===== src/design/mult_cfg.svh =====
// width, step count and latency macros for the booth multiplier unit
`ifndef MULT_CFG_SVH
`define MULT_CFG_SVH

// operand width as seen on the command port
`define MULT_WIDTH      32

// one guard bit on top so multu operands stay positive in a signed datapath
`define MULT_EXT_WIDTH  33

`define MULT_STEPS      33  // one radix-2 step per extended multiplier bit

// edge that samples cmd_valid to the edge that raises res_valid
// decode 1 + load 1 + steps 33
`define MULT_LATENCY    35

`define MULT_TAG_WIDTH  4   // caller's id, returned with the product

`endif

===== src/design/mult_pkg.sv =====
// opcode enum, command struct, booth operation struct and result struct
`default_nettype none

`include "mult_cfg.svh"

package mult_pkg;

  // multiply flavour
  // only changes how decode extends the operands
  typedef enum logic [0:0] {
    op_mult  = 1'b0,  // signed, sign extend to 33 bits
    op_multu = 1'b1   // unsigned, zero extend to 33 bits
  } mult_op_e;

  // command word presented with cmd_valid, 69 bits
  typedef struct packed {
    mult_op_e                   op;
    logic [`MULT_WIDTH-1:0]     a;    // multiplicand
    logic [`MULT_WIDTH-1:0]     b;    // multiplier
    logic [`MULT_TAG_WIDTH-1:0] tag;  // echoed back in the result
  } mult_cmd_t;

  // per-step action chosen by the controller
  //   add_zero  do_sub
  //      1        0     lsb == prev, nothing to add
  //      0        1     lsb 1 prev 0, start of a run of ones
  //      0        0     lsb 0 prev 1, end of a run of ones
  typedef struct packed {
    logic add_zero;  // addend forced to zero
    logic do_sub;    // subtract the multiplicand instead of adding
  } booth_op_t;

  // finished product split into words, 68 bits
  typedef struct packed {
    logic [`MULT_WIDTH-1:0]     hi;   // product bits 63:32
    logic [`MULT_WIDTH-1:0]     lo;   // product bits 31:0
    logic [`MULT_TAG_WIDTH-1:0] tag;
  } mult_res_t;

endpackage

`default_nettype wire


===== src/design/mult_unit.sv =====
// top level of the sequential booth multiplier, decode, control, datapath and result
`timescale 1ns/10ps
`default_nettype none

`include "mult_cfg.svh"

module mult_unit (
  input  wire                       mclk,
  input  wire                       rst_n,
  input  wire                       cmd_valid,
  input  wire mult_pkg::mult_cmd_t  cmd,
  output wire                       busy,       // source must hold off while high
  output wire                       res_valid,
  output wire mult_pkg::mult_res_t  res
);

  wire                          start;
  wire [`MULT_EXT_WIDTH-1:0]    mcand;
  wire [`MULT_EXT_WIDTH-1:0]    mplier;
  wire [`MULT_TAG_WIDTH-1:0]    tag;
  wire                          prod_lsb;
  wire                          step;
  wire mult_pkg::booth_op_t     booth_op;
  wire                          done;
  wire [2*`MULT_WIDTH-1:0]      product;

  mult_decode decode_i (
    .mclk      (mclk),
    .rst_n     (rst_n),
    .cmd_valid (cmd_valid),
    .cmd       (cmd),
    .done      (done),
    .start     (start),
    .mcand     (mcand),
    .mplier    (mplier),
    .tag       (tag),
    .busy      (busy)
  );

  mult_control control_i (
    .mclk     (mclk),
    .rst_n    (rst_n),
    .start    (start),
    .prod_lsb (prod_lsb),
    .step     (step),
    .booth_op (booth_op),
    .done     (done)
  );

  booth_datapath datapath_i (
    .mclk     (mclk),
    .rst_n    (rst_n),
    .start    (start),
    .mcand    (mcand),
    .mplier   (mplier),
    .step     (step),
    .booth_op (booth_op),
    .prod_lsb (prod_lsb),
    .product  (product)
  );

  mult_result result_i (
    .mclk      (mclk),
    .rst_n     (rst_n),
    .done      (done),
    .product   (product),
    .tag       (tag),
    .res_valid (res_valid),
    .res       (res)
  );

endmodule

`default_nettype wire


===== src/design/mult_result.sv =====
// result capture into hi and lo words plus tag, and the res_valid strobe
`timescale 1ns/10ps
`default_nettype none

`include "mult_cfg.svh"

module mult_result (
  input  wire                            mclk,
  input  wire                            rst_n,
  input  wire                            done,       // product register is final
  input  wire [2*`MULT_WIDTH-1:0]        product,
  input  wire [`MULT_TAG_WIDTH-1:0]      tag,        // held by decode
  output logic                           res_valid,  // one-cycle strobe
  output mult_pkg::mult_res_t            res
);

  logic [`MULT_WIDTH-1:0] hi_word;
  logic [`MULT_WIDTH-1:0] lo_word;

  assign hi_word = product[2*`MULT_WIDTH-1:`MULT_WIDTH];
  assign lo_word = product[`MULT_WIDTH-1:0];

  // done is already a single pulse, so the strobe is just its registered copy
  always_ff @(posedge mclk or negedge rst_n) begin
    if (!rst_n) begin
      res_valid <= 1'b0;
    end else begin
      res_valid <= done;
    end
  end

  // res stays put between results
  always_ff @(posedge mclk) begin
    if (done) begin
      res.hi  <= hi_word;
      res.lo  <= lo_word;
      res.tag <= tag;  // old tag even if a new command lands this same edge
    end
  end

endmodule

`default_nettype wire


===== src/design/booth_datapath.sv =====
// multiplicand register, 66-bit product/multiplier register, add or subtract and shift
`timescale 1ns/10ps
`default_nettype none

`include "mult_cfg.svh"

module booth_datapath (
  input  wire                            mclk,
  input  wire                            rst_n,
  input  wire                            start,     // load new operands
  input  wire [`MULT_EXT_WIDTH-1:0]      mcand,
  input  wire [`MULT_EXT_WIDTH-1:0]      mplier,
  input  wire                            step,
  input  wire mult_pkg::booth_op_t       booth_op,
  output logic                           prod_lsb,
  output logic [2*`MULT_WIDTH-1:0]       product    // low 64 bits of the register
);

  localparam int EW = `MULT_EXT_WIDTH;

  logic [EW-1:0]   mcand_q;
  // upper half accumulates partial products
  // lower half starts as the multiplier and is shifted out bit by bit
  logic [2*EW-1:0] prod_q;
  logic [EW:0]     hi_ext;     // upper half plus one sign bit
  logic [EW:0]     addend;
  logic [EW:0]     sum;
  logic [2*EW:0]   pre_shift;  // 67 bits, sum on top of the multiplier half

  // extra bit keeps add and subtract free of overflow
  assign hi_ext = {prod_q[2*EW-1], prod_q[2*EW-1 -: EW]};
  assign addend = booth_op.add_zero ? '0 : {mcand_q[EW-1], mcand_q};

  always_comb begin
    if (booth_op.do_sub) begin
      sum = hi_ext - addend;
    end else begin
      sum = hi_ext + addend;  // plain add or add zero
    end
  end

  assign pre_shift = {sum, prod_q[EW-1:0]};

  // multiplicand is only read after a start has loaded it
  always_ff @(posedge mclk) begin
    if (start) begin
      mcand_q <= mcand;
    end
  end

  // the control FSM reads prod_lsb, so this register gets a defined reset value
  always_ff @(posedge mclk or negedge rst_n) begin
    if (!rst_n) begin
      prod_q <= '0;
    end else if (start) begin
      prod_q <= {{EW{1'b0}}, mplier};  // upper half cleared
    end else if (step) begin
      // dropping bit 0 is the arithmetic shift right, sum's sign fills the top
      prod_q <= pre_shift[2*EW:1];
    end
  end

  assign prod_lsb = prod_q[0];
  assign product  = prod_q[2*`MULT_WIDTH-1:0];  // two guard bits above are not returned

endmodule

`default_nettype wire


===== src/design/mult_control.sv =====
// booth step counter, previous-bit memory, operation select and done pulse
`timescale 1ns/10ps
`default_nettype none

`include "mult_cfg.svh"

module mult_control (
  input  wire                  mclk,
  input  wire                  rst_n,
  input  wire                  start,     // clears the sequence like a second reset
  input  wire                  prod_lsb,  // current low bit of the product register
  output logic                 step,      // advance the datapath one iteration
  output mult_pkg::booth_op_t  booth_op,
  output logic                 done       // single pulse once all steps are in
);

  localparam int CNT_W = $clog2(`MULT_STEPS + 1);
  localparam logic [CNT_W-1:0] LAST_STEP = CNT_W'(`MULT_STEPS - 1);
  localparam logic [CNT_W-1:0] ALL_STEPS = CNT_W'(`MULT_STEPS);

  logic [CNT_W-1:0] count;     // steps taken so far
  logic             running;   // iterations still to go
  logic             prev_lsb;  // low bit seen on the previous step
  logic             cnt_full;
  logic             done_q;    // cnt_full delayed by one cycle

  // start and rst_n both wipe the sequence state
  always_ff @(posedge mclk or negedge rst_n) begin
    if (!rst_n) begin
      count    <= '0;
      running  <= 1'b0;
      prev_lsb <= 1'b0;
      done_q   <= 1'b0;
    end else if (start) begin
      count    <= '0;
      running  <= 1'b1;
      prev_lsb <= 1'b0;  // implicit bit right of the multiplier
      done_q   <= 1'b0;
    end else begin
      done_q <= cnt_full;
      if (running) begin
        count    <= count + CNT_W'(1);
        prev_lsb <= prod_lsb;     // remembered before the shift moves it out
        if (count == LAST_STEP) begin
          running <= 1'b0;        // this is the final step
        end
      end
    end
  end

  assign step = running;

  // counter parks at ALL_STEPS until the next start
  assign cnt_full = (count == ALL_STEPS);

  // staggered edge detect, high only in the first cycle of cnt_full
  assign done = cnt_full & ~done_q;

  // booth radix-2 recoding on the pair {lsb, prev}
  assign booth_op.add_zero = (prod_lsb == prev_lsb);  // 00 or 11
  assign booth_op.do_sub   = prod_lsb & ~prev_lsb;    // 10

endmodule

`default_nettype wire


===== src/design/mult_decode.sv =====
// command intake, operand extension, tag holding and the busy flag
`timescale 1ns/10ps
`default_nettype none

`include "mult_cfg.svh"

module mult_decode (
  input  wire                            mclk,
  input  wire                            rst_n,
  input  wire                            cmd_valid,  // one-cycle strobe
  input  wire mult_pkg::mult_cmd_t       cmd,
  input  wire                            done,       // last booth step finished
  output logic                           start,      // one-cycle pulse to control and datapath
  output logic [`MULT_EXT_WIDTH-1:0]     mcand,
  output logic [`MULT_EXT_WIDTH-1:0]     mplier,
  output logic [`MULT_TAG_WIDTH-1:0]     tag,
  output logic                           busy
);

  logic                       busy_q;     // a command is in flight
  logic                       accept;
  logic                       sign_ext;
  logic [`MULT_EXT_WIDTH-1:0] a_ext;
  logic [`MULT_EXT_WIDTH-1:0] b_ext;

  // busy drops in the done cycle so the source can issue back to back
  assign busy   = busy_q & ~done;
  assign accept = cmd_valid & ~busy;  // strobes while busy are simply lost

  // mult copies the top bit into the guard bit, multu leaves it zero
  assign sign_ext = (cmd.op == mult_pkg::op_mult);
  assign a_ext    = {sign_ext & cmd.a[`MULT_WIDTH-1], cmd.a};
  assign b_ext    = {sign_ext & cmd.b[`MULT_WIDTH-1], cmd.b};

  always_ff @(posedge mclk or negedge rst_n) begin
    if (!rst_n) begin
      busy_q <= 1'b0;
      start  <= 1'b0;
    end else begin
      start <= accept;
      if (accept) begin
        busy_q <= 1'b1;  // also covers a new command in the done cycle
      end else if (done) begin
        busy_q <= 1'b0;
      end
    end
  end

  // operands and tag only move on an accepted command
  always_ff @(posedge mclk) begin
    if (accept) begin
      mcand  <= a_ext;
      mplier <= b_ext;
      tag    <= cmd.tag;  // held for the result stage until the next command
    end
  end

endmodule

`default_nettype wire


===== config.mk =====
export PLATFORM = sky130hd
export DESIGN_NAME = mult_unit
export DESIGN_NICKNAME = d
export VERILOG_FILES = /design/src/design/mult_pkg.sv /design/src/design/mult_unit.sv /design/src/design/mult_result.sv /design/src/design/booth_datapath.sv /design/src/design/mult_control.sv /design/src/design/mult_decode.sv
export VERILOG_INCLUDE_DIRS = /design/src /design/src/design
export SDC_FILE = /design/constraint.sdc
export NUM_CORES = 1
export LEC_CHECK = 0
export ABC_CLOCK_PERIOD_IN_PS = 6100
export BUFFER_PORTS_ARGS = -buffer_cell sky130_fd_sc_hd__clkbuf_2
export CORE_MARGIN = 2
export CORE_UTILIZATION = 50
export DETAILED_ROUTE_END_ITERATION = 8
export HOLD_SLACK_MARGIN = 0.15
export PLACE_DENSITY = 0.72
export SYNTH_ARGS = -nofsm -noshare
export SYNTH_HDL_FRONTEND = slang
export SYNTH_SLANG_ARGS = --single-unit

===== constraint.sdc =====
create_clock -name mclk -period 6.1 [get_ports mclk]
set_clock_uncertainty 0.1 [all_clocks]
set_input_delay 1.22 -clock mclk [delete_from_list [all_inputs] [get_ports mclk]]
set_output_delay 1.22 -clock mclk [all_outputs]
set_load 0.03 [all_outputs]

# Word-level counts from Yosys, hierarchy flattened
# Index checks and enable logic that the tools add are counted.
[totals]
mem_bits_ro = 0
memories = 0
out_inout_bits = 70
mem_bits_rw = 0
latch_bits = 0
reg_bits = 249
[op_classes]
n_div = 0
mux = 14
n_addsub = 3
magnitude_cmp = 0
shifts = 0
reduce_logical = 2
eq_ne = 3
n_bitwise = 11
n_mul = 0
[ops]
columns = ["cell", "n"]
rows = [
  ["$mux 66", 2],
  ["$mux 34", 2],
  ["$add 34x34->34", 1],
  ["$sub 34x34->34", 1],
  ["$eq 6x6->1 const B", 2],
  ["$mux 6", 2],
  ["$mux 1", 8],
  ["$add 6x1->6 const B", 1],
  ["$and 1x1->1", 6],
  ["$not 1->1", 5],
  ["$reduce_bool 2->1", 2],
  ["$eq 1x1->1", 1],
]

# Logic depth before layout (Yosys ltp)
[depth]
ltp_word = 7
mapped_depth = 22

# Modules after synthesis
# From an unflattened synthesis, not the netlist that was laid out.
[hier_totals]
hier_cells = 985
area_unflattened_um2 = 11802.6
[modules_own_cells]
columns = ["mod", "n_inst", "cells_per_inst", "area_each_um2", "seq_area_each_um2"]
rows = [
  ["booth_datapath", 1, 795, 7075.5, 2642.5],
  ["mult_decode", 1, 78, 2197.1, 2152.1],
  ["mult_result", 1, 69, 2067.0, 2067.0],
  ["mult_control", 1, 43, 462.9, 225.2],
]

# Worst setup path before layout
# OpenSTA, ideal clock, no wires.
[synth_path]
path_type = "register to register"
startpoint = "reg datapath_i.prod_q[0]"
endpoint = "reg datapath_i.prod_q[65]"
period_less_slack_ps = 4640
path_buffers = 2
t_arrival_ps = 4413
setup_ps = 128
slack_ps = 1460
path_stages_with_launch = 19
path_cell_list = "dfrtp_1 > ha_1 > inv_1 > clkbuf_1 > buf_1 > nand2_1 > ha_1 > o21ai_1 > o21ai_0 > a31o_2 > ha_1 > a21oi_1 > o21ai_0 > or3b_2 > o21ai_1 > a31oi_1 > o21ai_0 > mux2i_1 > mux2_1"
[synth_between]
elab_chain_cells = 6
elab_cells_between_ends = 8
classes_between = "2 x add/sub; 1 x eq/ne; 4 x mux; 1 x bitwise"
[synth_rtl]
columns = ["item", "line_no", "text"]
rows = [
  ["start, declared", "booth_datapath.sv:24", "logic [2*EW-1:0] prod_q;"],
  ["start signal, assigned", "booth_datapath.sv:56", "prod_q <= {{EW{1'b0}}, mplier};"],
  ["start signal, assigned", "booth_datapath.sv:59", "prod_q <= pre_shift[2*EW:1];"],
  ["$eq 1x1->1", "mult_control.sv:60", "assign booth_op.add_zero = (prod_lsb == prev_lsb);"],
  ["$mux 34", "booth_datapath.sv:32", "assign addend = booth_op.add_zero ? '0 : {mcand_q[EW-1], mcand_q};"],
  ["$add 34x34->34 / $sub 34x34->34 (equally long branches)", "booth_datapath.sv:38, booth_datapath.sv:36", ""],
  ["$mux 34 (*)", "booth_datapath.sv:35", "if (booth_op.do_sub) begin"],
  ["$mux 66 (*)", "booth_datapath.sv:57", "end else if (step) begin"],
  ["$mux 66 (*)", "booth_datapath.sv:55", "end else if (start) begin"],
]
# Mark *: on every way between the ends. The rest lies on a longest branch, timed or not. The select of a mux whose other input is x is not followed.
# A chain may end at the register's enable or synchronous reset.

# Worst setup path after layout
# Same ends and word-level chain as after synthesis.

==> results.md <==
* GRT overflow at 0
* FILL cells at between 1500 and 2000
* CTS buffer count at 24
* Sink Count at 249
* Hold EP: datapath_i.mcand_q[4]
* Total Wirelength at 22800 um
* Status: finished clean
* Sw Ratio at 0.190
* Most frequent cells after synthesis: 171 x edfxtp_1, 89 x nand2_1, 78 x dfrtp_1
* End of the worst register-to-register path: datapath_i.prod_q[65]
* Most frequent cell after synthesis: edfxtp_1
* Asr flop ratio synth at 0.313
* CP Launch Type: register
* Via-to-Cell Ratio at 5.43
* NumNets Final at 1145
* Reg clk slew, reported paths at 0.07 ns
* Tot Pwr at 3.32 mW
* Routed Antenna Nets at 0
* Detailed-router iteration count before antenna repair at 5
* Ys Warns at 0
* Root Buffer: clkbuf_16
* Static leakage at 5.05 nW
* Initial antenna violation count at 0
* Logic pwr share at 0.010
* Layout Area Growth over Synthesis at 16.1%
* Setup TNS at 0 ns
* DRC errors left at 0
* First-pass GRT wire length at about 37000 um
* Flops & latches, synth at 249
* Starting Density at 0.510
* Post-synth EDFFs at 171
* CP Class: register to register
* Cell Int Power at 2.69 mW
* Post-Syn Area at 0.0112 sq mm
* Final min period at 5.15 ns
* Reg-to-reg slack, setup at 0.95 ns
* Ant diodes at 0
* Top cells by area, synth: edfxtp_1 46%, dfrtp_1 17%, mux2i_1 4.7%
* Post-synthesis cell count at roughly 900
* Vias in the first global route at 7041
* Post-Syn Nets at 1008
* Yosys top cell area share at 0.460
* Hold Path Depth at 0
* Avg WL per Cell at approximately 17 um
* PD cells at 257 mW/mm^2
* Die Y at 153 um
* I/O Buffers at 141
* Sw Pwr at 0.632 mW
* Final setup vio count at 0
* Post-DP HPWL at 15700 um
* Max-slew violations at 0
* Via count at 7228
* Crit share post-route at 0.844
* Reg2reg path depth at 16
* Area occupied by multi-input gates at 0.00386 sq mm
* Later-pin clock latency in the skew report at 0.54 ns
* Design area at between 0.01 and 0.015 sq mm
* Post-DP Area at 0.0121 sq mm
* Core area at 0.0219 sq mm
* Largest net degree at the start of global routing at 111
* Crit path arrival time at 5.46 ns
* Iteration-0 DRC Markers at 472
* DIE AREA at 0.0235 sq mm
* Fmax at between 150 and 200 MHz
* Top FF cell, synth: edfxtp_1
* Max Cap Viol at 0
* Die Wd at 153 um
* Peak VDD IR at approximately 250 uV
* RSZ-0062 raised after global routing: no
* Netlist cell types at 61
* Reg2Reg Launch Point: datapath_i.prod_q[0]
* # IOs at 142
* Fin worst setup slack at 0.950 ns
* Post_cts resized at 0
* Clock share of power at 0.449
* Worst slew margin at 0.277
* Area leader, netlist: edfxtp_1
* Hold Fails Final Rpt at 0
* Tot GR Track Use at 0.194
* Endpoint type of the worst setup path: register
* # H-tree levels at 1
* Reg area at roughly 0.0071 sq mm
* Post-CTS Repair Setup Buffers at 0
* # rows at 54
* Hold Crit Start: decode_i.mcand[4]
* Hold Crit Class: register to register
* Worst path required time at 6.41 ns
* Mean Syn Cell Area at around 12 sq um
* Sequential share of the synthesized area at 0.635
* Critical path peak fanout at 14
* Fin Hold WS at 0.313 ns
* Gpl congestion at ~0.9
* CTS tree: yes
* Reg power frac at 0.541
* Clock buffer depth at 3
* Hold buffers post-CTS at 0
* Worst-Margin Slew at 1.09 ns
* Proportion of layout cells with a drive suffix above 1 at 0.193
* Dpl ws at 0.949 ns
[power by group through the flow]
stage	Clock (mW)	Sequential (mW)	Combinational, mW
after floorplan	0	1.83	0.000546
after global placement	0	1.83	0.0351
after detailed placement	0	1.83	0.0358
after CTS	1.53	1.80	0.0360
after global routing	1.60	1.80	0.0395
final	1.49	1.80	0.0349
[state kept, by name, indices dropped and copies added (netlist names)]
name / cells
decode_i.tag: 4
decode_i.mplier: 33
decode_i.start: 1
result_i.res_valid: 1
datapath_i.prod_q: 66
control_i.count: 6
decode_i.mcand: 33
control_i.done_q: 1
control_i.prev_lsb: 1
control_i.step: 1
result_i.res: 68
decode_i.busy_q: 1
datapath_i.mcand_q: 33
[cell type report]
type / count / share of cell area
flip-flops and latches: 249 / 0.548
multi-input cells: 590 / 0.298
repair buffers: 146 / 0.0576
clock buffers: 36 / 0.0537
well taps: 280 / 0.0271
clock inverters: 8 / 0.00889
inverters: 23 / 0.00667
[logic make-up (layout without fill, tap and decap cells)]
group,after synthesis,count (layout),synth area share
adder cells (fa/ha/maj),39,39,0.0444
flip-flops,249,249,0.635
multiplexers,53,53,0.0477
AND/OR/NAND/NOR,250,250,0.106
XOR/XNOR,44,44,0.0345
AO/OA/AOI/OAI,204,204,0.112
buffers and inverters,58,213,0.0196
[per-stage QoR]
stage	utilization	std cells
3_3_place_gp	0.554	1288
2_1_floorplan	-	897
3_5_place_dp	0.554	1288
5_1_grt	0.592	1332
6_report	0.592	1332
4_1_cts	0.592	1332
[worst max path at each step]
stage | startpoint | to | cells after the start
after global routing | datapath_i.prod_q[0] | datapath_i.prod_q[65] | 16
after global placement | datapath_i.prod_q[0] | datapath_i.prod_q[65] | 16
final | datapath_i.prod_q[0] | datapath_i.prod_q[65] | 16
after detailed placement | datapath_i.prod_q[0] | datapath_i.prod_q[65] | 16
after CTS | datapath_i.prod_q[0] | datapath_i.prod_q[65] | 16
after floorplan | datapath_i.prod_q[0] | datapath_i.prod_q[65] | 18
[layer usage]
metal,GRT usage,wire (um),vias up
met5,0,0,-
met4,0.0537,580,0
met3,0.0488,1620,44
met2,0.310,10400,209
met1,0.268,10200,3412
li1,-,-,3563
[worst max-delay path, stage by stage (launching register included)]
cell and delay, ns:
dfrtp_1 0.41, ha_1 0.46, inv_1 0.36, nand2_1 0.12, ha_1 0.24, o21ai_1 0.52
o21ai_0 0.21, a31o_2 0.26, ha_1 0.36, a21oi_1 0.15, o21ai_0 0.14, or3b_2 0.47
o21ai_1 0.25, a31oi_1 0.18, o21ai_0 0.24, mux2i_1 0.22, mux2_1 0.33
[cell usage in the layout, fill, tap and decap left out, types with 7 or more instances in the layout]
master / n
a21oi_1: 59
clkbuf_16: 24
a21o_1: 16
clkbuf_1: 7
ha_1: 38
xnor2_1: 21
clkbuf_2: 140
dfrtp_1: 76
edfxtp_1: 171
o21ai_0: 64
a31o_2: 9
o211ai_1: 7
nor2b_1: 12
nor2_1: 70
xor2_1: 23
a31oi_1: 7
mux2i_1: 52
nor3_1: 13
nand4_1: 7
nand3_1: 10
inv_1: 23
nand2_1: 89
No activity file was read; power rests on OpenSTA's default activity.
